## config.mk

```make
export PLATFORM = sky130hd
export DESIGN_NAME = cl_hello_top
export DESIGN_NICKNAME = d
export VERILOG_FILES = /design/src/source/cl_hello_pkg.sv /design/src/source/axil_skid_buf.sv /design/src/source/axil_slave_ctrl.sv /design/src/source/cl_hello_top.sv /design/src/source/hello_regs.sv
export SDC_FILE = /design/constraint.sdc
export NUM_CORES = 1
export LEC_CHECK = 0
export BUFFER_PORTS_ARGS = -buffer_cell sky130_fd_sc_hd__buf_2
export CORE_MARGIN = 2
export CORE_UTILIZATION = 50
export CTS_BUF_LIST = sky130_fd_sc_hd__clkbuf_2 sky130_fd_sc_hd__clkbuf_4 sky130_fd_sc_hd__clkbuf_8
export DETAILED_ROUTE_END_ITERATION = 8
export PLACE_DENSITY_LB_ADDON = 0.05
export SLEW_MARGIN = 20
export SYNTH_ARGS = -nofsm -noshare
export SYNTH_HDL_FRONTEND = slang
export SYNTH_SLANG_ARGS = --single-unit
```

## constraint.sdc

```tcl
create_clock -name clk_main_a0 -period 4.04 [get_ports clk_main_a0]
set_input_delay 0.404 -clock clk_main_a0 [delete_from_list [all_inputs] [get_ports clk_main_a0]]
set_output_delay 0.404 -clock clk_main_a0 [all_outputs]
set_load 0.005 [all_outputs]
```

## src/source/cl_hello_pkg.sv

```systemverilog
//--------------------------------------------------------------------------
// Shared types for the hello-world AXI-Lite register block
// Register map is word aligned and byte addressed, single beat only
// Only full-word writes are meaningful, the strobe is carried but ignored
//--------------------------------------------------------------------------
`default_nettype none

package cl_hello_pkg;

  //------------------------------------------------------------------------
  // Basic register types
  //------------------------------------------------------------------------
  typedef logic [31:0] reg_addr_t;
  typedef logic [31:0] reg_word_t;
  // Virtual LED / DIP vector, half a word
  typedef logic [15:0] vled_t;

  // AXI response codes
  // Only OKAY is produced by the design
  typedef enum logic [1:0] {
    RESP_OKAY   = 2'b00,
    RESP_SLVERR = 2'b10
  } axi_resp_e;

  //------------------------------------------------------------------------
  // AXI-Lite channel payloads
  //------------------------------------------------------------------------
  typedef struct packed {
    reg_addr_t addr;
  } axil_aw_t;

  typedef struct packed {
    reg_addr_t addr;
  } axil_ar_t;

  // Write data with byte strobes, 36 bits
  typedef struct packed {
    reg_word_t  data;
    logic [3:0] strb;
  } axil_w_t;

  typedef struct packed {
    axi_resp_e resp;
  } axil_b_t;

  // Read data plus response, 34 bits
  typedef struct packed {
    reg_word_t data;
    axi_resp_e resp;
  } axil_r_t;

  //------------------------------------------------------------------------
  // Controller to register block
  //------------------------------------------------------------------------
  // Single-cycle write strobe
  typedef struct packed {
    logic      en;
    reg_addr_t addr;
    reg_word_t data;
  } reg_wr_t;

  // Read lookup request, data returns combinationally
  typedef struct packed {
    logic      en;
    reg_addr_t addr;
  } reg_rd_t;

  // FSM states
  typedef enum logic [1:0] {WR_IDLE, WR_DATA, WR_RESP} wr_state_e;
  typedef enum logic [1:0] {RD_IDLE, RD_LOOKUP, RD_RESP} rd_state_e;

  //------------------------------------------------------------------------
  // Register map
  //------------------------------------------------------------------------
  localparam reg_addr_t HELLO_ADDR   = 32'h0000_0500;
  localparam reg_addr_t VLED_ADDR    = 32'h0000_0504;
  localparam reg_addr_t VERSION_ADDR = 32'h0000_0508;

  // Returned for any unmapped read
  localparam reg_word_t UNMAPPED_VALUE = 32'hDEAD_BEEF;

endpackage

`default_nettype wire

```

## src/source/axil_skid_buf.sv

```systemverilog
//--------------------------------------------------------------------------
// Two-entry valid/ready buffer for a single AXI-Lite channel
// in_ready and out_valid are both flops, so no combinational path crosses
// Payload storage has no reset, only pointers and flags are cleared
//--------------------------------------------------------------------------
`timescale 1ns/10ps
`default_nettype none

module axil_skid_buf #(
  parameter int WIDTH = 32
) (
  input  logic             clk_main_a0,
  input  logic             rst_main_n_sync,
  // Upstream side
  input  logic             in_valid,
  output logic             in_ready,
  input  logic [WIDTH-1:0] in_data,
  // Downstream side
  output logic             out_valid,
  input  logic             out_ready,
  output logic [WIDTH-1:0] out_data
);

  // Storage, two slots
  logic [WIDTH-1:0] mem [2];
  logic             wr_ptr;
  logic             rd_ptr;
  // Occupancy 0..2
  logic [1:0]       count;
  logic [1:0]       count_nxt;
  logic             push;
  logic             pop;

  assign push = in_valid && in_ready;
  assign pop  = out_valid && out_ready;

  // Next occupancy
  always_comb begin
    count_nxt = count;
    case ({push, pop})
      2'b10:   count_nxt = count + 2'd1;
      2'b01:   count_nxt = count - 2'd1;
      // Push and pop together leave it unchanged
      default: count_nxt = count;
    endcase
  end

  //------------------------------------------------------------------------
  // Control flops
  //------------------------------------------------------------------------
  always_ff @(posedge clk_main_a0) begin
    if (!rst_main_n_sync) begin
      count     <= 2'd0;
      wr_ptr    <= 1'b0;
      rd_ptr    <= 1'b0;
      in_ready  <= 1'b1;
      out_valid <= 1'b0;
    end else begin
      count <= count_nxt;
      if (push) begin
        wr_ptr <= ~wr_ptr;
      end
      if (pop) begin
        rd_ptr <= ~rd_ptr;
      end
      // Ready is "not full" one cycle ahead
      in_ready  <= (count_nxt != 2'd2);
      out_valid <= (count_nxt != 2'd0);
    end
  end

  // Payload write
  always_ff @(posedge clk_main_a0) begin
    if (push) begin
      mem[wr_ptr] <= in_data;
    end
  end

  // Head of buffer
  assign out_data = mem[rd_ptr];

  // Held item must not change or vanish while stalled
  a_out_stable : assert property (@(posedge clk_main_a0) disable iff (!rst_main_n_sync)
    out_valid && !out_ready |=> out_valid && $stable(out_data));

endmodule

`default_nettype wire

```

## src/source/axil_slave_ctrl.sv

```systemverilog
//--------------------------------------------------------------------------
// AXI-Lite target protocol FSMs with independent write and read paths
// One outstanding access per path and no IDs, bursts or error responses
// Address decode is left to the register block
//--------------------------------------------------------------------------
`timescale 1ns/10ps
`default_nettype none

module axil_slave_ctrl (
  input  logic                   clk_main_a0,
  input  logic                   rst_main_n_sync,
  // Write address
  input  logic                   aw_valid,
  input  cl_hello_pkg::axil_aw_t aw,
  output logic                   aw_ready,
  // Write data
  input  logic                   w_valid,
  input  cl_hello_pkg::axil_w_t  w,
  output logic                   w_ready,
  // Write response
  output logic                   b_valid,
  output cl_hello_pkg::axil_b_t  b,
  input  logic                   b_ready,
  // Read address
  input  logic                   ar_valid,
  input  cl_hello_pkg::axil_ar_t ar,
  output logic                   ar_ready,
  // Read data
  output logic                   r_valid,
  output cl_hello_pkg::axil_r_t  r,
  input  logic                   r_ready,
  // Register block side
  output cl_hello_pkg::reg_wr_t  reg_wr,
  output cl_hello_pkg::reg_rd_t  reg_rd,
  input  cl_hello_pkg::reg_word_t rd_data
);

  import cl_hello_pkg::*;

  wr_state_e wr_state;
  wr_state_e wr_state_nxt;
  rd_state_e rd_state;
  rd_state_e rd_state_nxt;
  reg_addr_t wr_addr_q;
  reg_addr_t rd_addr_q;

  //------------------------------------------------------------------------
  // Write path
  //------------------------------------------------------------------------
  assign aw_ready = (wr_state == WR_IDLE);
  // Ready follows valid once the address is held
  assign w_ready  = (wr_state == WR_DATA) && w_valid;
  assign b_valid  = (wr_state == WR_RESP);
  assign b.resp   = RESP_OKAY;

  always_comb begin
    wr_state_nxt = wr_state;
    case (wr_state)
      WR_IDLE: if (aw_valid) wr_state_nxt = WR_DATA;
      WR_DATA: if (w_valid) wr_state_nxt = WR_RESP;
      WR_RESP: if (b_ready) wr_state_nxt = WR_IDLE;
      default: wr_state_nxt = WR_IDLE;
    endcase
  end

  always_ff @(posedge clk_main_a0) begin
    if (!rst_main_n_sync) begin
      wr_state <= WR_IDLE;
    end else begin
      wr_state <= wr_state_nxt;
    end
  end

  // Address captured on the aw handshake
  always_ff @(posedge clk_main_a0) begin
    if (aw_valid && aw_ready) begin
      wr_addr_q <= aw.addr;
    end
  end

  // Write strobe lasts exactly the w transfer cycle
  // Strobe bits are dropped and only full words are written
  always_comb begin
    reg_wr.en   = w_valid && w_ready;
    reg_wr.addr = wr_addr_q;
    reg_wr.data = w.data;
  end

  //------------------------------------------------------------------------
  // Read path
  //------------------------------------------------------------------------
  assign ar_ready = (rd_state == RD_IDLE);
  assign r_valid  = (rd_state == RD_RESP);

  always_comb begin
    rd_state_nxt = rd_state;
    case (rd_state)
      RD_IDLE:   if (ar_valid) rd_state_nxt = RD_LOOKUP;
      // Single lookup cycle
      RD_LOOKUP: rd_state_nxt = RD_RESP;
      RD_RESP:   if (r_ready) rd_state_nxt = RD_IDLE;
      default:   rd_state_nxt = RD_IDLE;
    endcase
  end

  always_ff @(posedge clk_main_a0) begin
    if (!rst_main_n_sync) begin
      rd_state <= RD_IDLE;
    end else begin
      rd_state <= rd_state_nxt;
    end
  end

  always_ff @(posedge clk_main_a0) begin
    if (ar_valid && ar_ready) begin
      rd_addr_q <= ar.addr;
    end
  end

  // Lookup request to the register block
  always_comb begin
    reg_rd.en   = (rd_state == RD_LOOKUP);
    reg_rd.addr = rd_addr_q;
  end

  // Response payload held until r_ready
  always_ff @(posedge clk_main_a0) begin
    if (rd_state == RD_LOOKUP) begin
      r.data <= rd_data;
      r.resp <= RESP_OKAY;
    end
  end

  //------------------------------------------------------------------------
  // Checks
  //------------------------------------------------------------------------
  // Write data parked ahead of its address must stay put until taken
  a_w_hold : assert property (@(posedge clk_main_a0) disable iff (!rst_main_n_sync)
    w_valid && !w_ready |=> w_valid && $stable(w));

  // Same for an address that arrives while a write is still open
  a_aw_hold : assert property (@(posedge clk_main_a0) disable iff (!rst_main_n_sync)
    aw_valid && !aw_ready |=> aw_valid && $stable(aw));

endmodule

`default_nettype wire

```

## src/source/cl_hello_top.sv

```systemverilog
//--------------------------------------------------------------------------
// Hello-world custom logic top, AXI-Lite target with timing buffers
// Reset must already be synchronous to clk_main_a0
// About 4 cycles from request to response without back-pressure
//--------------------------------------------------------------------------
`timescale 1ns/10ps
`default_nettype none

module cl_hello_top #(
  parameter cl_hello_pkg::reg_word_t CL_VERSION = 32'hEEEE_EE00
) (
  input  logic                   clk_main_a0,
  input  logic                   rst_main_n_sync,
  // Host AXI-Lite
  input  logic                   aw_valid,
  input  cl_hello_pkg::axil_aw_t aw,
  output logic                   aw_ready,
  input  logic                   w_valid,
  input  cl_hello_pkg::axil_w_t  w,
  output logic                   w_ready,
  output logic                   b_valid,
  output cl_hello_pkg::axil_b_t  b,
  input  logic                   b_ready,
  input  logic                   ar_valid,
  input  cl_hello_pkg::axil_ar_t ar,
  output logic                   ar_ready,
  output logic                   r_valid,
  output cl_hello_pkg::axil_r_t  r,
  input  logic                   r_ready,
  // Virtual DIP in, virtual LED out
  input  cl_hello_pkg::vled_t    vdip,
  output cl_hello_pkg::vled_t    vled
);

  import cl_hello_pkg::*;

  //------------------------------------------------------------------------
  // Controller side of the buffers
  //------------------------------------------------------------------------
  logic      c_aw_valid, c_aw_ready;
  axil_aw_t  c_aw;
  logic      c_w_valid, c_w_ready;
  axil_w_t   c_w;
  logic      c_b_valid, c_b_ready;
  axil_b_t   c_b;
  logic      c_ar_valid, c_ar_ready;
  axil_ar_t  c_ar;
  logic      c_r_valid, c_r_ready;
  axil_r_t   c_r;
  // Register interface
  reg_wr_t   reg_wr;
  reg_rd_t   reg_rd;
  reg_word_t rd_data;

  // Host to controller
  axil_skid_buf #(.WIDTH($bits(axil_aw_t))) u_aw_buf (
    .clk_main_a0, .rst_main_n_sync,
    .in_valid  (aw_valid),   .in_ready  (aw_ready),   .in_data  (aw),
    .out_valid (c_aw_valid), .out_ready (c_aw_ready), .out_data (c_aw)
  );

  axil_skid_buf #(.WIDTH($bits(axil_w_t))) u_w_buf (
    .clk_main_a0, .rst_main_n_sync,
    .in_valid  (w_valid),   .in_ready  (w_ready),   .in_data  (w),
    .out_valid (c_w_valid), .out_ready (c_w_ready), .out_data (c_w)
  );

  axil_skid_buf #(.WIDTH($bits(axil_ar_t))) u_ar_buf (
    .clk_main_a0, .rst_main_n_sync,
    .in_valid  (ar_valid),   .in_ready  (ar_ready),   .in_data  (ar),
    .out_valid (c_ar_valid), .out_ready (c_ar_ready), .out_data (c_ar)
  );

  // Controller to host
  axil_skid_buf #(.WIDTH($bits(axil_b_t))) u_b_buf (
    .clk_main_a0, .rst_main_n_sync,
    .in_valid  (c_b_valid), .in_ready  (c_b_ready), .in_data  (c_b),
    .out_valid (b_valid),   .out_ready (b_ready),   .out_data (b)
  );

  axil_skid_buf #(.WIDTH($bits(axil_r_t))) u_r_buf (
    .clk_main_a0, .rst_main_n_sync,
    .in_valid  (c_r_valid), .in_ready  (c_r_ready), .in_data  (c_r),
    .out_valid (r_valid),   .out_ready (r_ready),   .out_data (r)
  );

  //------------------------------------------------------------------------
  // Protocol FSMs and registers
  //------------------------------------------------------------------------
  axil_slave_ctrl u_ctrl (
    .clk_main_a0, .rst_main_n_sync,
    .aw_valid (c_aw_valid), .aw (c_aw), .aw_ready (c_aw_ready),
    .w_valid  (c_w_valid),  .w  (c_w),  .w_ready  (c_w_ready),
    .b_valid  (c_b_valid),  .b  (c_b),  .b_ready  (c_b_ready),
    .ar_valid (c_ar_valid), .ar (c_ar), .ar_ready (c_ar_ready),
    .r_valid  (c_r_valid),  .r  (c_r),  .r_ready  (c_r_ready),
    .reg_wr, .reg_rd, .rd_data
  );

  hello_regs #(.CL_VERSION(CL_VERSION)) u_regs (
    .clk_main_a0, .rst_main_n_sync,
    .reg_wr, .reg_rd, .rd_data,
    .vdip, .vled
  );

endmodule

`default_nettype wire

```

## src/source/hello_regs.sv

```systemverilog
//--------------------------------------------------------------------------
// Hello-world register block with LED shadow and version word
// Writes to anything but the hello-world word are dropped silently
// rd_data is combinational and only meaningful while reg_rd.en is high
//--------------------------------------------------------------------------
`timescale 1ns/10ps
`default_nettype none

module hello_regs #(
  parameter cl_hello_pkg::reg_word_t CL_VERSION = 32'hEEEE_EE00
) (
  input  logic                    clk_main_a0,
  input  logic                    rst_main_n_sync,
  // From controller
  input  cl_hello_pkg::reg_wr_t   reg_wr,
  input  cl_hello_pkg::reg_rd_t   reg_rd,
  output cl_hello_pkg::reg_word_t rd_data,
  // Virtual switches and LEDs
  input  cl_hello_pkg::vled_t     vdip,
  output cl_hello_pkg::vled_t     vled
);

  import cl_hello_pkg::*;

  reg_word_t hello_q;
  reg_word_t hello_swapped;
  vled_t     vled_q;
  logic      hello_wr;

  //------------------------------------------------------------------------
  // Hello-world word
  //------------------------------------------------------------------------
  assign hello_wr = reg_wr.en && (reg_wr.addr == HELLO_ADDR);

  always_ff @(posedge clk_main_a0) begin
    if (!rst_main_n_sync) begin
      hello_q <= '0;
    end else if (hello_wr) begin
      hello_q <= reg_wr.data;
    end
  end

  // Reads back with byte order reversed
  assign hello_swapped = {hello_q[7:0], hello_q[15:8], hello_q[23:16], hello_q[31:24]};

  //------------------------------------------------------------------------
  // Virtual LEDs
  //------------------------------------------------------------------------
  // Shadow of the low half, one cycle behind
  always_ff @(posedge clk_main_a0) begin
    if (!rst_main_n_sync) begin
      vled_q <= '0;
    end else begin
      vled_q <= hello_q[15:0];
    end
  end

  // DIP switches mask what reaches the LEDs
  assign vled = vled_q & vdip;

  //------------------------------------------------------------------------
  // Read mux
  //------------------------------------------------------------------------
  always_comb begin
    rd_data = '0;
    if (reg_rd.en) begin
      case (reg_rd.addr)
        HELLO_ADDR:   rd_data = hello_swapped;
        // LED value, zero extended
        VLED_ADDR:    rd_data = {16'h0000, vled_q};
        VERSION_ADDR: rd_data = CL_VERSION;
        default:      rd_data = UNMAPPED_VALUE;
      endcase
    end
  end

endmodule

`default_nettype wire

```

== Word-level counts from Yosys, hierarchy flattened ==
Memory sizes are Yosys's and may differ from the RTL's. A register that Yosys moved wholly into a read port is not among the register bits.
Cells that the tools add are included.
Operators by class
  mux-type cells: 23
  bitwise gates (word level): 9
  reductions and logical operators: 22
  eq/ne operators: 28
  add/subtract/negate cells: 10
Operators with widths (count)
  equality test 32 x 11 -> 1 bit (second input constant): 4
  one-hot mux 32 bit (3 select lines): 1
  != test 2 bit (second input constant): 10
  one-hot mux 2 bit (2 select lines): 5
  bitwise AND 16 bit: 1
  equality test 2 x 1 -> 1 bit (second input constant): 7
  equality test 2 bit (second input constant): 7
  logical AND 1 bit: 12
  one-hot mux 2 bit (3 select lines): 2
  adder 2 x 1 -> 2 bit (second input constant): 5
  two-way mux 1 bit: 10
  two-way mux 2 bit: 5
  nonzero test 2 bit: 5
  subtractor 2 x 1 -> 2 bit (second input constant): 5
  inverter 1 bit: 8
  zero test 2 bit: 2
  AND reduction 3 bit: 1
  AND reduction 2 bit: 1
  zero test 1 bit: 1
Storage, ports and cells
  bits in writable memories: 264
  output and inout bits: 57
  flip-flop bits (word level): 80
  word-level logic and storage cells: 123
  memories kept: 4
Memory list
  u_w_buf.mem: words 2, bits a word 36, rd ports 1, clocked after memory_dff 1, write ports 1, RTL line axil_skid_buf.sv:25  | logic [WIDTH-1:0] mem [2];
  u_ar_buf.mem: words 2, bits a word 32, rd ports 1, clocked after memory_dff 1, write ports 1, RTL line axil_skid_buf.sv:25
  u_aw_buf.mem: words 2, bits a word 32, rd ports 1, clocked after memory_dff 1, write ports 1, RTL line axil_skid_buf.sv:25
  u_r_buf.mem: words 2, bits a word 32, rd ports 1, clocked after memory_dff 1, write ports 1, RTL line axil_skid_buf.sv:25

== Logic depth before layout (Yosys ltp) ==
Gate-level depths: netlist of run 1.
  depth in word-level cells: 6
  mapped depth: 7

== Cells and area by module ==
Synthesis of run 1 repeated with hierarchy kept, for this count alone.
Unflattened totals
  cells, all modules: 1032
  area, all modules: 17086.4 um2
Modules (own cells, without submodules)
  axil_skid_buf at u_ar_buf ...: area an instance 2595.0 um2, cells an instance 131, instances 2
  axil_slave_ctrl: area an instance 3360.7 um2, cells an instance 155, instances 1
  axil_skid_buf at u_w_buf: area an instance 2887.8 um2, cells an instance 143, instances 1
  axil_skid_buf at u_r_buf: area an instance 2745.1 um2, cells an instance 137, instances 1
  hello_regs: area an instance 2467.4 um2, cells an instance 298, instances 1
  axil_skid_buf at u_b_buf: area an instance 435.4 um2, cells an instance 37, instances 1

== Worst setup path before layout of run 1 ==
No wires, ideal clock.
  kind: register -> register
  from: register u_ctrl.rd_state[1]
  to: register u_ar_buf.out_valid
  arrival time: 4.152 ns
  stages on the path, launching flop included: 6
  setup slack: -0.168 ns
  buffers on the path: 0
  required time: 3.984 ns
  setup time: 0.056 ns
  cell sequence: dfxtp_1 > nor3b_1 > ha_1 > or3_1 > a21oi_1 > or2_2
Between the ends
  cells in the longest elaborated chain, start to end: 5
Ends and longest elaborated chain
  start: declaration: RTL line axil_slave_ctrl.sv:42  | rd_state_e rd_state;
  start signal: assignment: RTL line axil_slave_ctrl.sv:110  | rd_state <= rd_state_nxt;
  zero test 2 bit *: RTL line axil_slave_ctrl.sv:92  | assign ar_ready = (rd_state == RD_IDLE);
  logical AND 1 bit *: RTL line axil_skid_buf.sv:35  | assign pop = out_valid && out_ready;
  net u_ar_buf.pop: RTL line axil_skid_buf.sv:32  | logic pop;
  equality test 2 x 1 -> 1 bit or equality test 2 bit (tied branches): RTL line axil_skid_buf.sv:40  | case ({push, pop})
  one-hot mux 2 bit (2 select lines) *: RTL line axil_skid_buf.sv:40
  nonzero test 2 bit *: RTL line axil_skid_buf.sv:68  | out_valid <= (count_nxt != 2'd0);
  end signal: assignment: RTL line axil_skid_buf.sv:68
  end: declaration: RTL line axil_skid_buf.sv:19  | output logic out_valid,
The timed path passes the listed nets; every way through them passes the cells marked *.
A chain may end at the register's enable or synchronous reset.

== Worst setup path in the final report of run 1 ==
  from: register u_ctrl.rd_addr_q[4], read port of u_ar_buf.mem
  to: register u_ctrl.r[3] (netlist bit), data pin
Between the ends
  cells in the longest elaborated chain, start to end: 2
Ends and longest elaborated chain
  start: declaration: RTL line axil_slave_ctrl.sv:45  | reg_addr_t rd_addr_q;
  equality test 32 x 11 -> 1 bit: RTL line hello_regs.sv:67  | case (reg_rd.addr)
  one-hot mux 32 bit (3 select lines) *: RTL line hello_regs.sv:67
  end: declaration: RTL line axil_slave_ctrl.sv:30  | output cl_hello_pkg::axil_r_t r,
Every way passes the cells marked *; elsewhere a longest branch is shown, timed or not.

==> run_results.csv, run 1 <==
group,metric,value,unit
hold_path,hp-start,"aw[11]",
routing,final_antenna_net_count,0,
worst_setup_path,path_max_fanout,11,
yosys,yosys.cell_types.count,44,
cts,h-tree-depth,3,
die,rows,64,
cts,cts-root-buf,"clkbuf_8",
yosys,ys_seq_area_share,77.8,%
routing,routed_via_density,4.96,
yosys,netlist_area,0.0157,sq mm
cts,clk_path_buf_depth,3,
cts,clk_latency,570,ps
worst_setup_path,start_kind,"flip-flop",
yosys,ys_ff_latch,433,
grt,antenna_found_initial,5,
die,die_area,0.0328,sq mm
yosys,syn_area_per_cell,17.5,sq um
cts,numCtsBuffers,71,
die,boundaryPins,180,
routing,wl,27500,um
routing,drt_iter0_markers,380,
worst_setup_path,crit_required,4290,ps
routing,drc_errors,0,
placement,place.port_buffers,171,
yosys,synth_top_area_share,67.5,%
cts,path_clk_slew,50,ps
timing,slew_headroom,33.4,%
yosys,synth_area_leaders,"edfxtp_1, dfxtp_1, mux2_2, mux2i_1, and2_1",
yosys,synth_ff_type,"edfxtp_1",
routing,vias,8183,
grt,grt_first_pass_wirelength,43400,um
placement,place.gp.congestion,0.725,
power,vdd_drop_max,0.000353,V
hold_path,hold_class,"in -> reg",
worst_setup_path,reg2reg_from,"u_ctrl.rd_addr_q[4]",
die,die_x,181,um
power,power_density,594,mW/mm^2
cells_and_area,nets,1323,
timing,whs,39.6,ps
cts,clock_sinks,433,
yosys,synth_edf_count,352,
grt,first_global_vias,8338,
routing,wl_per_cell,16.6,um
grt,overflow,0,
die,design.core.area,0.0307,sq mm
yosys,synth_most_common_cell,"edfxtp_1",
timing,worstMarginPinSlew,997,ps
cts,ctsResizeCount,0,
timing,final-setup-viol-count,0,
yosys,synthTopCellsByCount,"edfxtp_1, mux2_2, dfxtp_1, nor2_1, mux2i_1",
cells_and_area,drive_gt1_share,34.7,%
cells_and_area,num-fill-cells,2329,
worst_setup_path,path_class,"reg -> reg",
timing,grt_setup_unrepaired,"no",
cells_and_area,seqCellArea,0.0122,sq mm
timing,slew_violations,0,
yosys,syn_inst,894,
placement,place_area,0.0170,sq mm
yosys,async_flop_share,0,%
placement,dp_hpwl,17000,um
grt,grt_start_max_net_pins,41,
cts,cts_tree,"built",
die,start_util,51.0,%
timing,final_hold_viol_count,0,
cells_and_area,multi_input_area,0.00324,sq mm
cells_and_area,area_growth,22.6,%
power,p_leak,6.81,nW
job,drv_cap,0,
timing,fmax,364,MHz
cts,post_cts_buffers,0,
die,die_y,181,um
yosys,synth_warnings,0,
routing,drt_pre_antenna_iters,4,
timing,layout_min_cycle_time,2750,ps
timing,tns,0,ps
timing,final.period_utilization,68.1,%
yosys,synth_top_area_cell,"edfxtp_1",
timing,fin_skew,25.0,ps
worst_setup_path,cp-startpoint,"u_ctrl.rd_addr_q[4]",
worst_setup_path,endpoint_kind,"flip-flop",
cells_and_area,fin_area,0.0192,sq mm
status,status,"complete, no violations",
grt,grtUsageTotal,17.0,%
worst_setup_path,worstPathArrival,3000,ps
[where the power goes]
| group | switching, mW | total [mW] | internal [mW] | leakage [nW] |
|---|---|---|---|---|
| clock | 1.63 | 3.68 | 2.05 | 0.758 |
| sequential | 0.273 | 6.02 | 5.74 | 3.90 |
| combinational | 0.891 | 1.71 | 0.817 | 2.15 |
| total | 2.79 | 11.4 | 8.61 | 6.81 |
[final cells by class]
type / count / share of cell area, %
multi-input cells: 399 / 16.8
repair buffers: 270 / 9.37
flip-flops and latches: 433 / 63.5
well taps: 396 / 2.58
clock inverters: 19 / 0.560
inverters: 20 / 0.391
diodes: 4 / 0.0521
clock buffers: 110 / 6.74
[registers in the layout (all words and copies together), names as in the netlist, 32 cells and up, named ones only]
| name | cells |
|---|---|
| u_ar_buf.mem | 64 |
| u_regs.hello_q | 32 |
| u_w_buf.mem | 64 |
| u_ctrl.r | 32 |
| u_ctrl.wr_addr_q | 32 |
| u_aw_buf.mem | 64 |
| u_r_buf.mem | 64 |
| u_ctrl.rd_addr_q | 32 |
[final timing paths]
check / end / slack, ps / cells after the start
worst max-delay path: u_ctrl.r[3] / 1290 / 4
worst min-delay path: u_aw_buf.mem[0][11] / 40 / 1
worst min register to register: u_r_buf.mem[1][26] / 430 / 0
worst max register to register: u_ctrl.r[3] / 1290 / 4
[metrics by stage]
step,instances,setup WS [ps],utilization [%],power [mW]
after floorplan,897,1120,-,7.25
after global placement,1438,1430,55.3,7.75
after detailed placement,1438,1360,55.3,7.79
after CTS,1647,1340,62.4,11.6
after global routing,1647,1130,62.4,12.0
final,1651,1290,62.5,11.4
[layout by cell type, fill, tap and decap left out, types with 3 or more instances in the layout]
| cell | count |
|---|---|
| dlygate4sd3_1 | 80 |
| o311ai_0 | 7 |
| nand2_1 | 12 |
| clkinv_1 | 10 |
| edfxtp_1 | 352 |
| mux2_4 | 10 |
| and3_1 | 6 |
| clkbuf_4 | 35 |
| and2_1 | 31 |
| a31oi_1 | 16 |
| dfxtp_1 | 80 |
| a211oi_1 | 16 |
| nor2_1 | 44 |
| mux2_1 | 4 |
| or3_1 | 5 |
| mux2i_1 | 40 |
| nor2_2 | 4 |
| clkbuf_8 | 75 |
| clkinv_2 | 5 |
| buf_2 | 171 |
| xor2_1 | 3 |
| nand2b_1 | 5 |
| conb_1 | 4 |
| a21oi_1 | 6 |
| inv_1 | 19 |
| and3b_1 | 3 |
| nand3_1 | 3 |
| diode_2 | 4 |
| xnor2_1 | 15 |
| buf_4 | 19 |
| nor4_1 | 16 |
| or2_2 | 5 |
| mux2_2 | 98 |
| ha_1 | 5 |
| o21ai_0 | 23 |
[repair_timing]
action                                  in CTS  in global routing
hold buffers                                80                  0
endpoints found under the setup margin       0                  0
hold endpoints to repair                   156                  0
[worst max-delay path, cell delays in order, from the launching register on]
cell,delay [ps]
edfxtp_1,360
nor4_1,610
nand4_1,520
nor2_1,650
o311ai_0,290
[routing by layer]
metal / track usage [%] / vias to the layer above / part of all wire, %
li1: - / 4000 / -
met1: 21.5 / 3915 / 44
met2: 27.9 / 220 / 48
met3: 4.52 / 46 / 5.8
met4: 6.99 / 2 / 2.3
met5: 0 / - / 0.044
[cell families after synthesis]
group | Yosys count | synth area share (%)
flops | 433 | 77.8
mux | 152 | 10.8
simple gates | 151 | 5.25
compound gates | 69 | 2.79
buf+inv | 65 | 1.89
xor+xnor | 18 | 1.01
fa+ha+maj | 5 | 0.399
other cells | 1 | 0.0239
(Power assumes the default switching activity.)
==> run 2: changes to the inputs <==
- ABC_AREA: unset -> 1
- clock period: 4.04 -> 2.8 ns (I/O delays scaled with it)
==> run 2 against run 1 <==
  * Final area is 2.4% higher
  * Clock power up 44%
  * Register-to-register slack lost 650 ps
  * First-iteration DRC count is 42% higher
  * Power rose by 43%
  * Non-clock buffer count is 21 higher
  * Global-route usage up 1.1 points
  * Largest cell class unchanged
  * Highest routed layer is now met4
==> run_results.csv, run 2 <==
group,metric,value,unit
status,status,"complete, no violations",
routing,drt_pre_antenna_iters,4,
cts,h-tree-depth,3,
cells_and_area,final_cell_mix,"nand2_1, edfxtp_1, buf_2",
timing,layout_min_cycle_time,2160,ps
timing,worstMarginPinSlew,776,ps
worst_setup_path,start_kind,"flip-flop",
timing,slew_violations,0,
cts,clk_path_buf_depth,3,
routing,final_antenna_net_count,0,
grt,grt_first_pass_wirelength,47000,um
yosys,yosys.cell_types.count,25,
placement,place_ws,603,ps
routing,wl,29400,um
grt,grtUsageTotal,18.0,%
placement,place.gp.congestion,0.726,
worst_setup_path,path_class,"reg -> reg",
cells_and_area,instances_no_fill,2002,
grt,antenna_found_initial,0,
yosys,synth_ff_type,"edfxtp_1",
cts,clock_sinks,433,
yosys,ys_seq_area_share,76.5,%
yosys,synth_top_area_cell,"edfxtp_1",
timing,fmax,463,MHz
cts,path_clk_slew,60,ps
routing,wl_per_cell,14.7,um
job,drv_cap,0,
placement,dp_cells,1784,
grt,overflow,0,
timing,grt_setup_unrepaired,"no",
die,start_util,50.6,%
grt,first_global_vias,9153,
timing,final-setup-viol-count,0,
die,die_y,183,um
hold_path,hold_class,"in -> reg",
cts,post_cts_buffers,0,
worst_setup_path,endpoint_kind,"flip-flop",
yosys,syn_area_per_cell,12.9,sq um
cts,clk_latency,570,ps
yosys,synth_warnings,0,
yosys,synth_area_leaders,"edfxtp_1, dfxtp_1, nand2_1, nor2_1, mux2_2",
hold_path,min_path_cells,3,
cells_and_area,num-fill-cells,2470,
cells_and_area,final_util,62.5,%
routing,routed_via_density,4.66,
cts,cts_tree,"built",
timing,slew_headroom,48.2,%
yosys,synthTopCellsByCount,"edfxtp_1, nand2_1, nor2_1, dfxtp_1, inv_1",
die,die_area,0.0333,sq mm
cts,ctsResizeCount,0,
yosys,async_flop_share,0,%
timing,tns,0,ps
timing,fin_skew,20.7,ps
grt,grt_start_max_net_pins,51,
cells_and_area,nets,1679,
yosys,syn_inst,1235,
routing,drc_errors,0,
power,p_leak,7.74,nW
worst_setup_path,rrSetupSlack,640,ps
placement,place.port_buffers,171,
worst_setup_path,worstPathArrival,2440,ps
yosys,synth_edf_count,352,
cts,numCtsBuffers,70,
die,die_x,183,um
yosys,synth_top_area_share,66.3,%
cells_and_area,diodes,0,
yosys,ys_ff_latch,433,
cells_and_area,area_growth,23.4,%
timing,final.period_utilization,77.1,%
routing,drt_iter0_markers,541,
yosys,netlist_area,0.0159,sq mm
cells_and_area,drive_gt1_share,22.4,%
placement,dp_hpwl,18000,um
die,design.core.area,0.0315,sq mm
routing,vias,9320,
worst_setup_path,crit_required,3080,ps
power,vdd_drop_max,0.000459,V
cts,cts-root-buf,"clkbuf_8",
die,rows,65,
timing,setup_ws,640,ps
timing,final_hold_viol_count,0,
power,power_density,828,mW/mm^2
die,boundaryPins,180,
worst_setup_path,path_max_fanout,24,
worst_setup_path,ff2ff_path_depth,9,
[run 2: cells by family (layout without fill, tap and decap cells)]
family,Yosys count,after routing,synth area share (%)
and+or+nand+nor,564,564,14.1
AOI/OAI and AO/OA,34,34,1.08
muxes,64,64,4.27
adders and majority gates,5,5,0.392
xor gates and xnor gates,6,6,0.330
other,1,4,0.0235
buffers and inverters,128,490,3.33
DFF,433,433,76.5
[run 2: what timing repair did]
item / 4_1_cts / 5_1_grt
setup endpoints to repair: 0 / 0
endpoints found under the hold margin: 193 / 0
hold buffers: 97 / 0
[run 2: layer usage]
layer	up-vias	share of wire [%]	track usage [%]
met3	41	4.8	3.91
li1	4802	-	-
met2	207	46	28.3
met1	4270	47	25.1
met5	-	0	0
met4	0	1.7	6.16
[run 2: cell type report]
class	instances	area, sq um	share of cell area (%)
flip-flops and latches	433	12200	62.0
inverters	78	293	1.49
clock inverters	14	95.1	0.483
multi-input cells	677	3260	16.5
repair buffers	291	2050	10.4
clock buffers	107	1280	6.53
well taps	402	503	2.56
[run 2: worst paths after layout]
check,start,end
worst max-delay path,u_ctrl.rd_addr_q[19],u_ctrl.r[32]
worst min-delay path,ar_valid,u_ar_buf.wr_ptr
worst max register to register,u_ctrl.rd_addr_q[19],u_ctrl.r[32]
worst min register to register,u_ctrl.r[18],u_r_buf.mem[0][16]
[run 2: stage by stage]
stage	power [mW]	instance area, sq um	hold slack (ps)
finish	16.3	19700	44.9
global route	17.2	19700	34.0
CTS	16.5	19700	5.40
detailed placement	11.1	17300	430
global placement	11.0	17300	427
floorplan	10.2	16000	379
[run 2: worst max-delay path, stage by stage (launching register included)]
cell and delay [ps]:
edfxtp_1 360, nor2_1 110, nand2_1 80, nor2_1 140, nand2_1 160, inv_1 120
nand2_1 300, nand3_1 200, buf_4 290, nand3_1 120
[run 2: where the power goes]
part	switching (mW)	internal, mW
sequential	0.285	8.25
clock	2.28	3.01
combinational	1.58	0.881
total	4.14	12.1
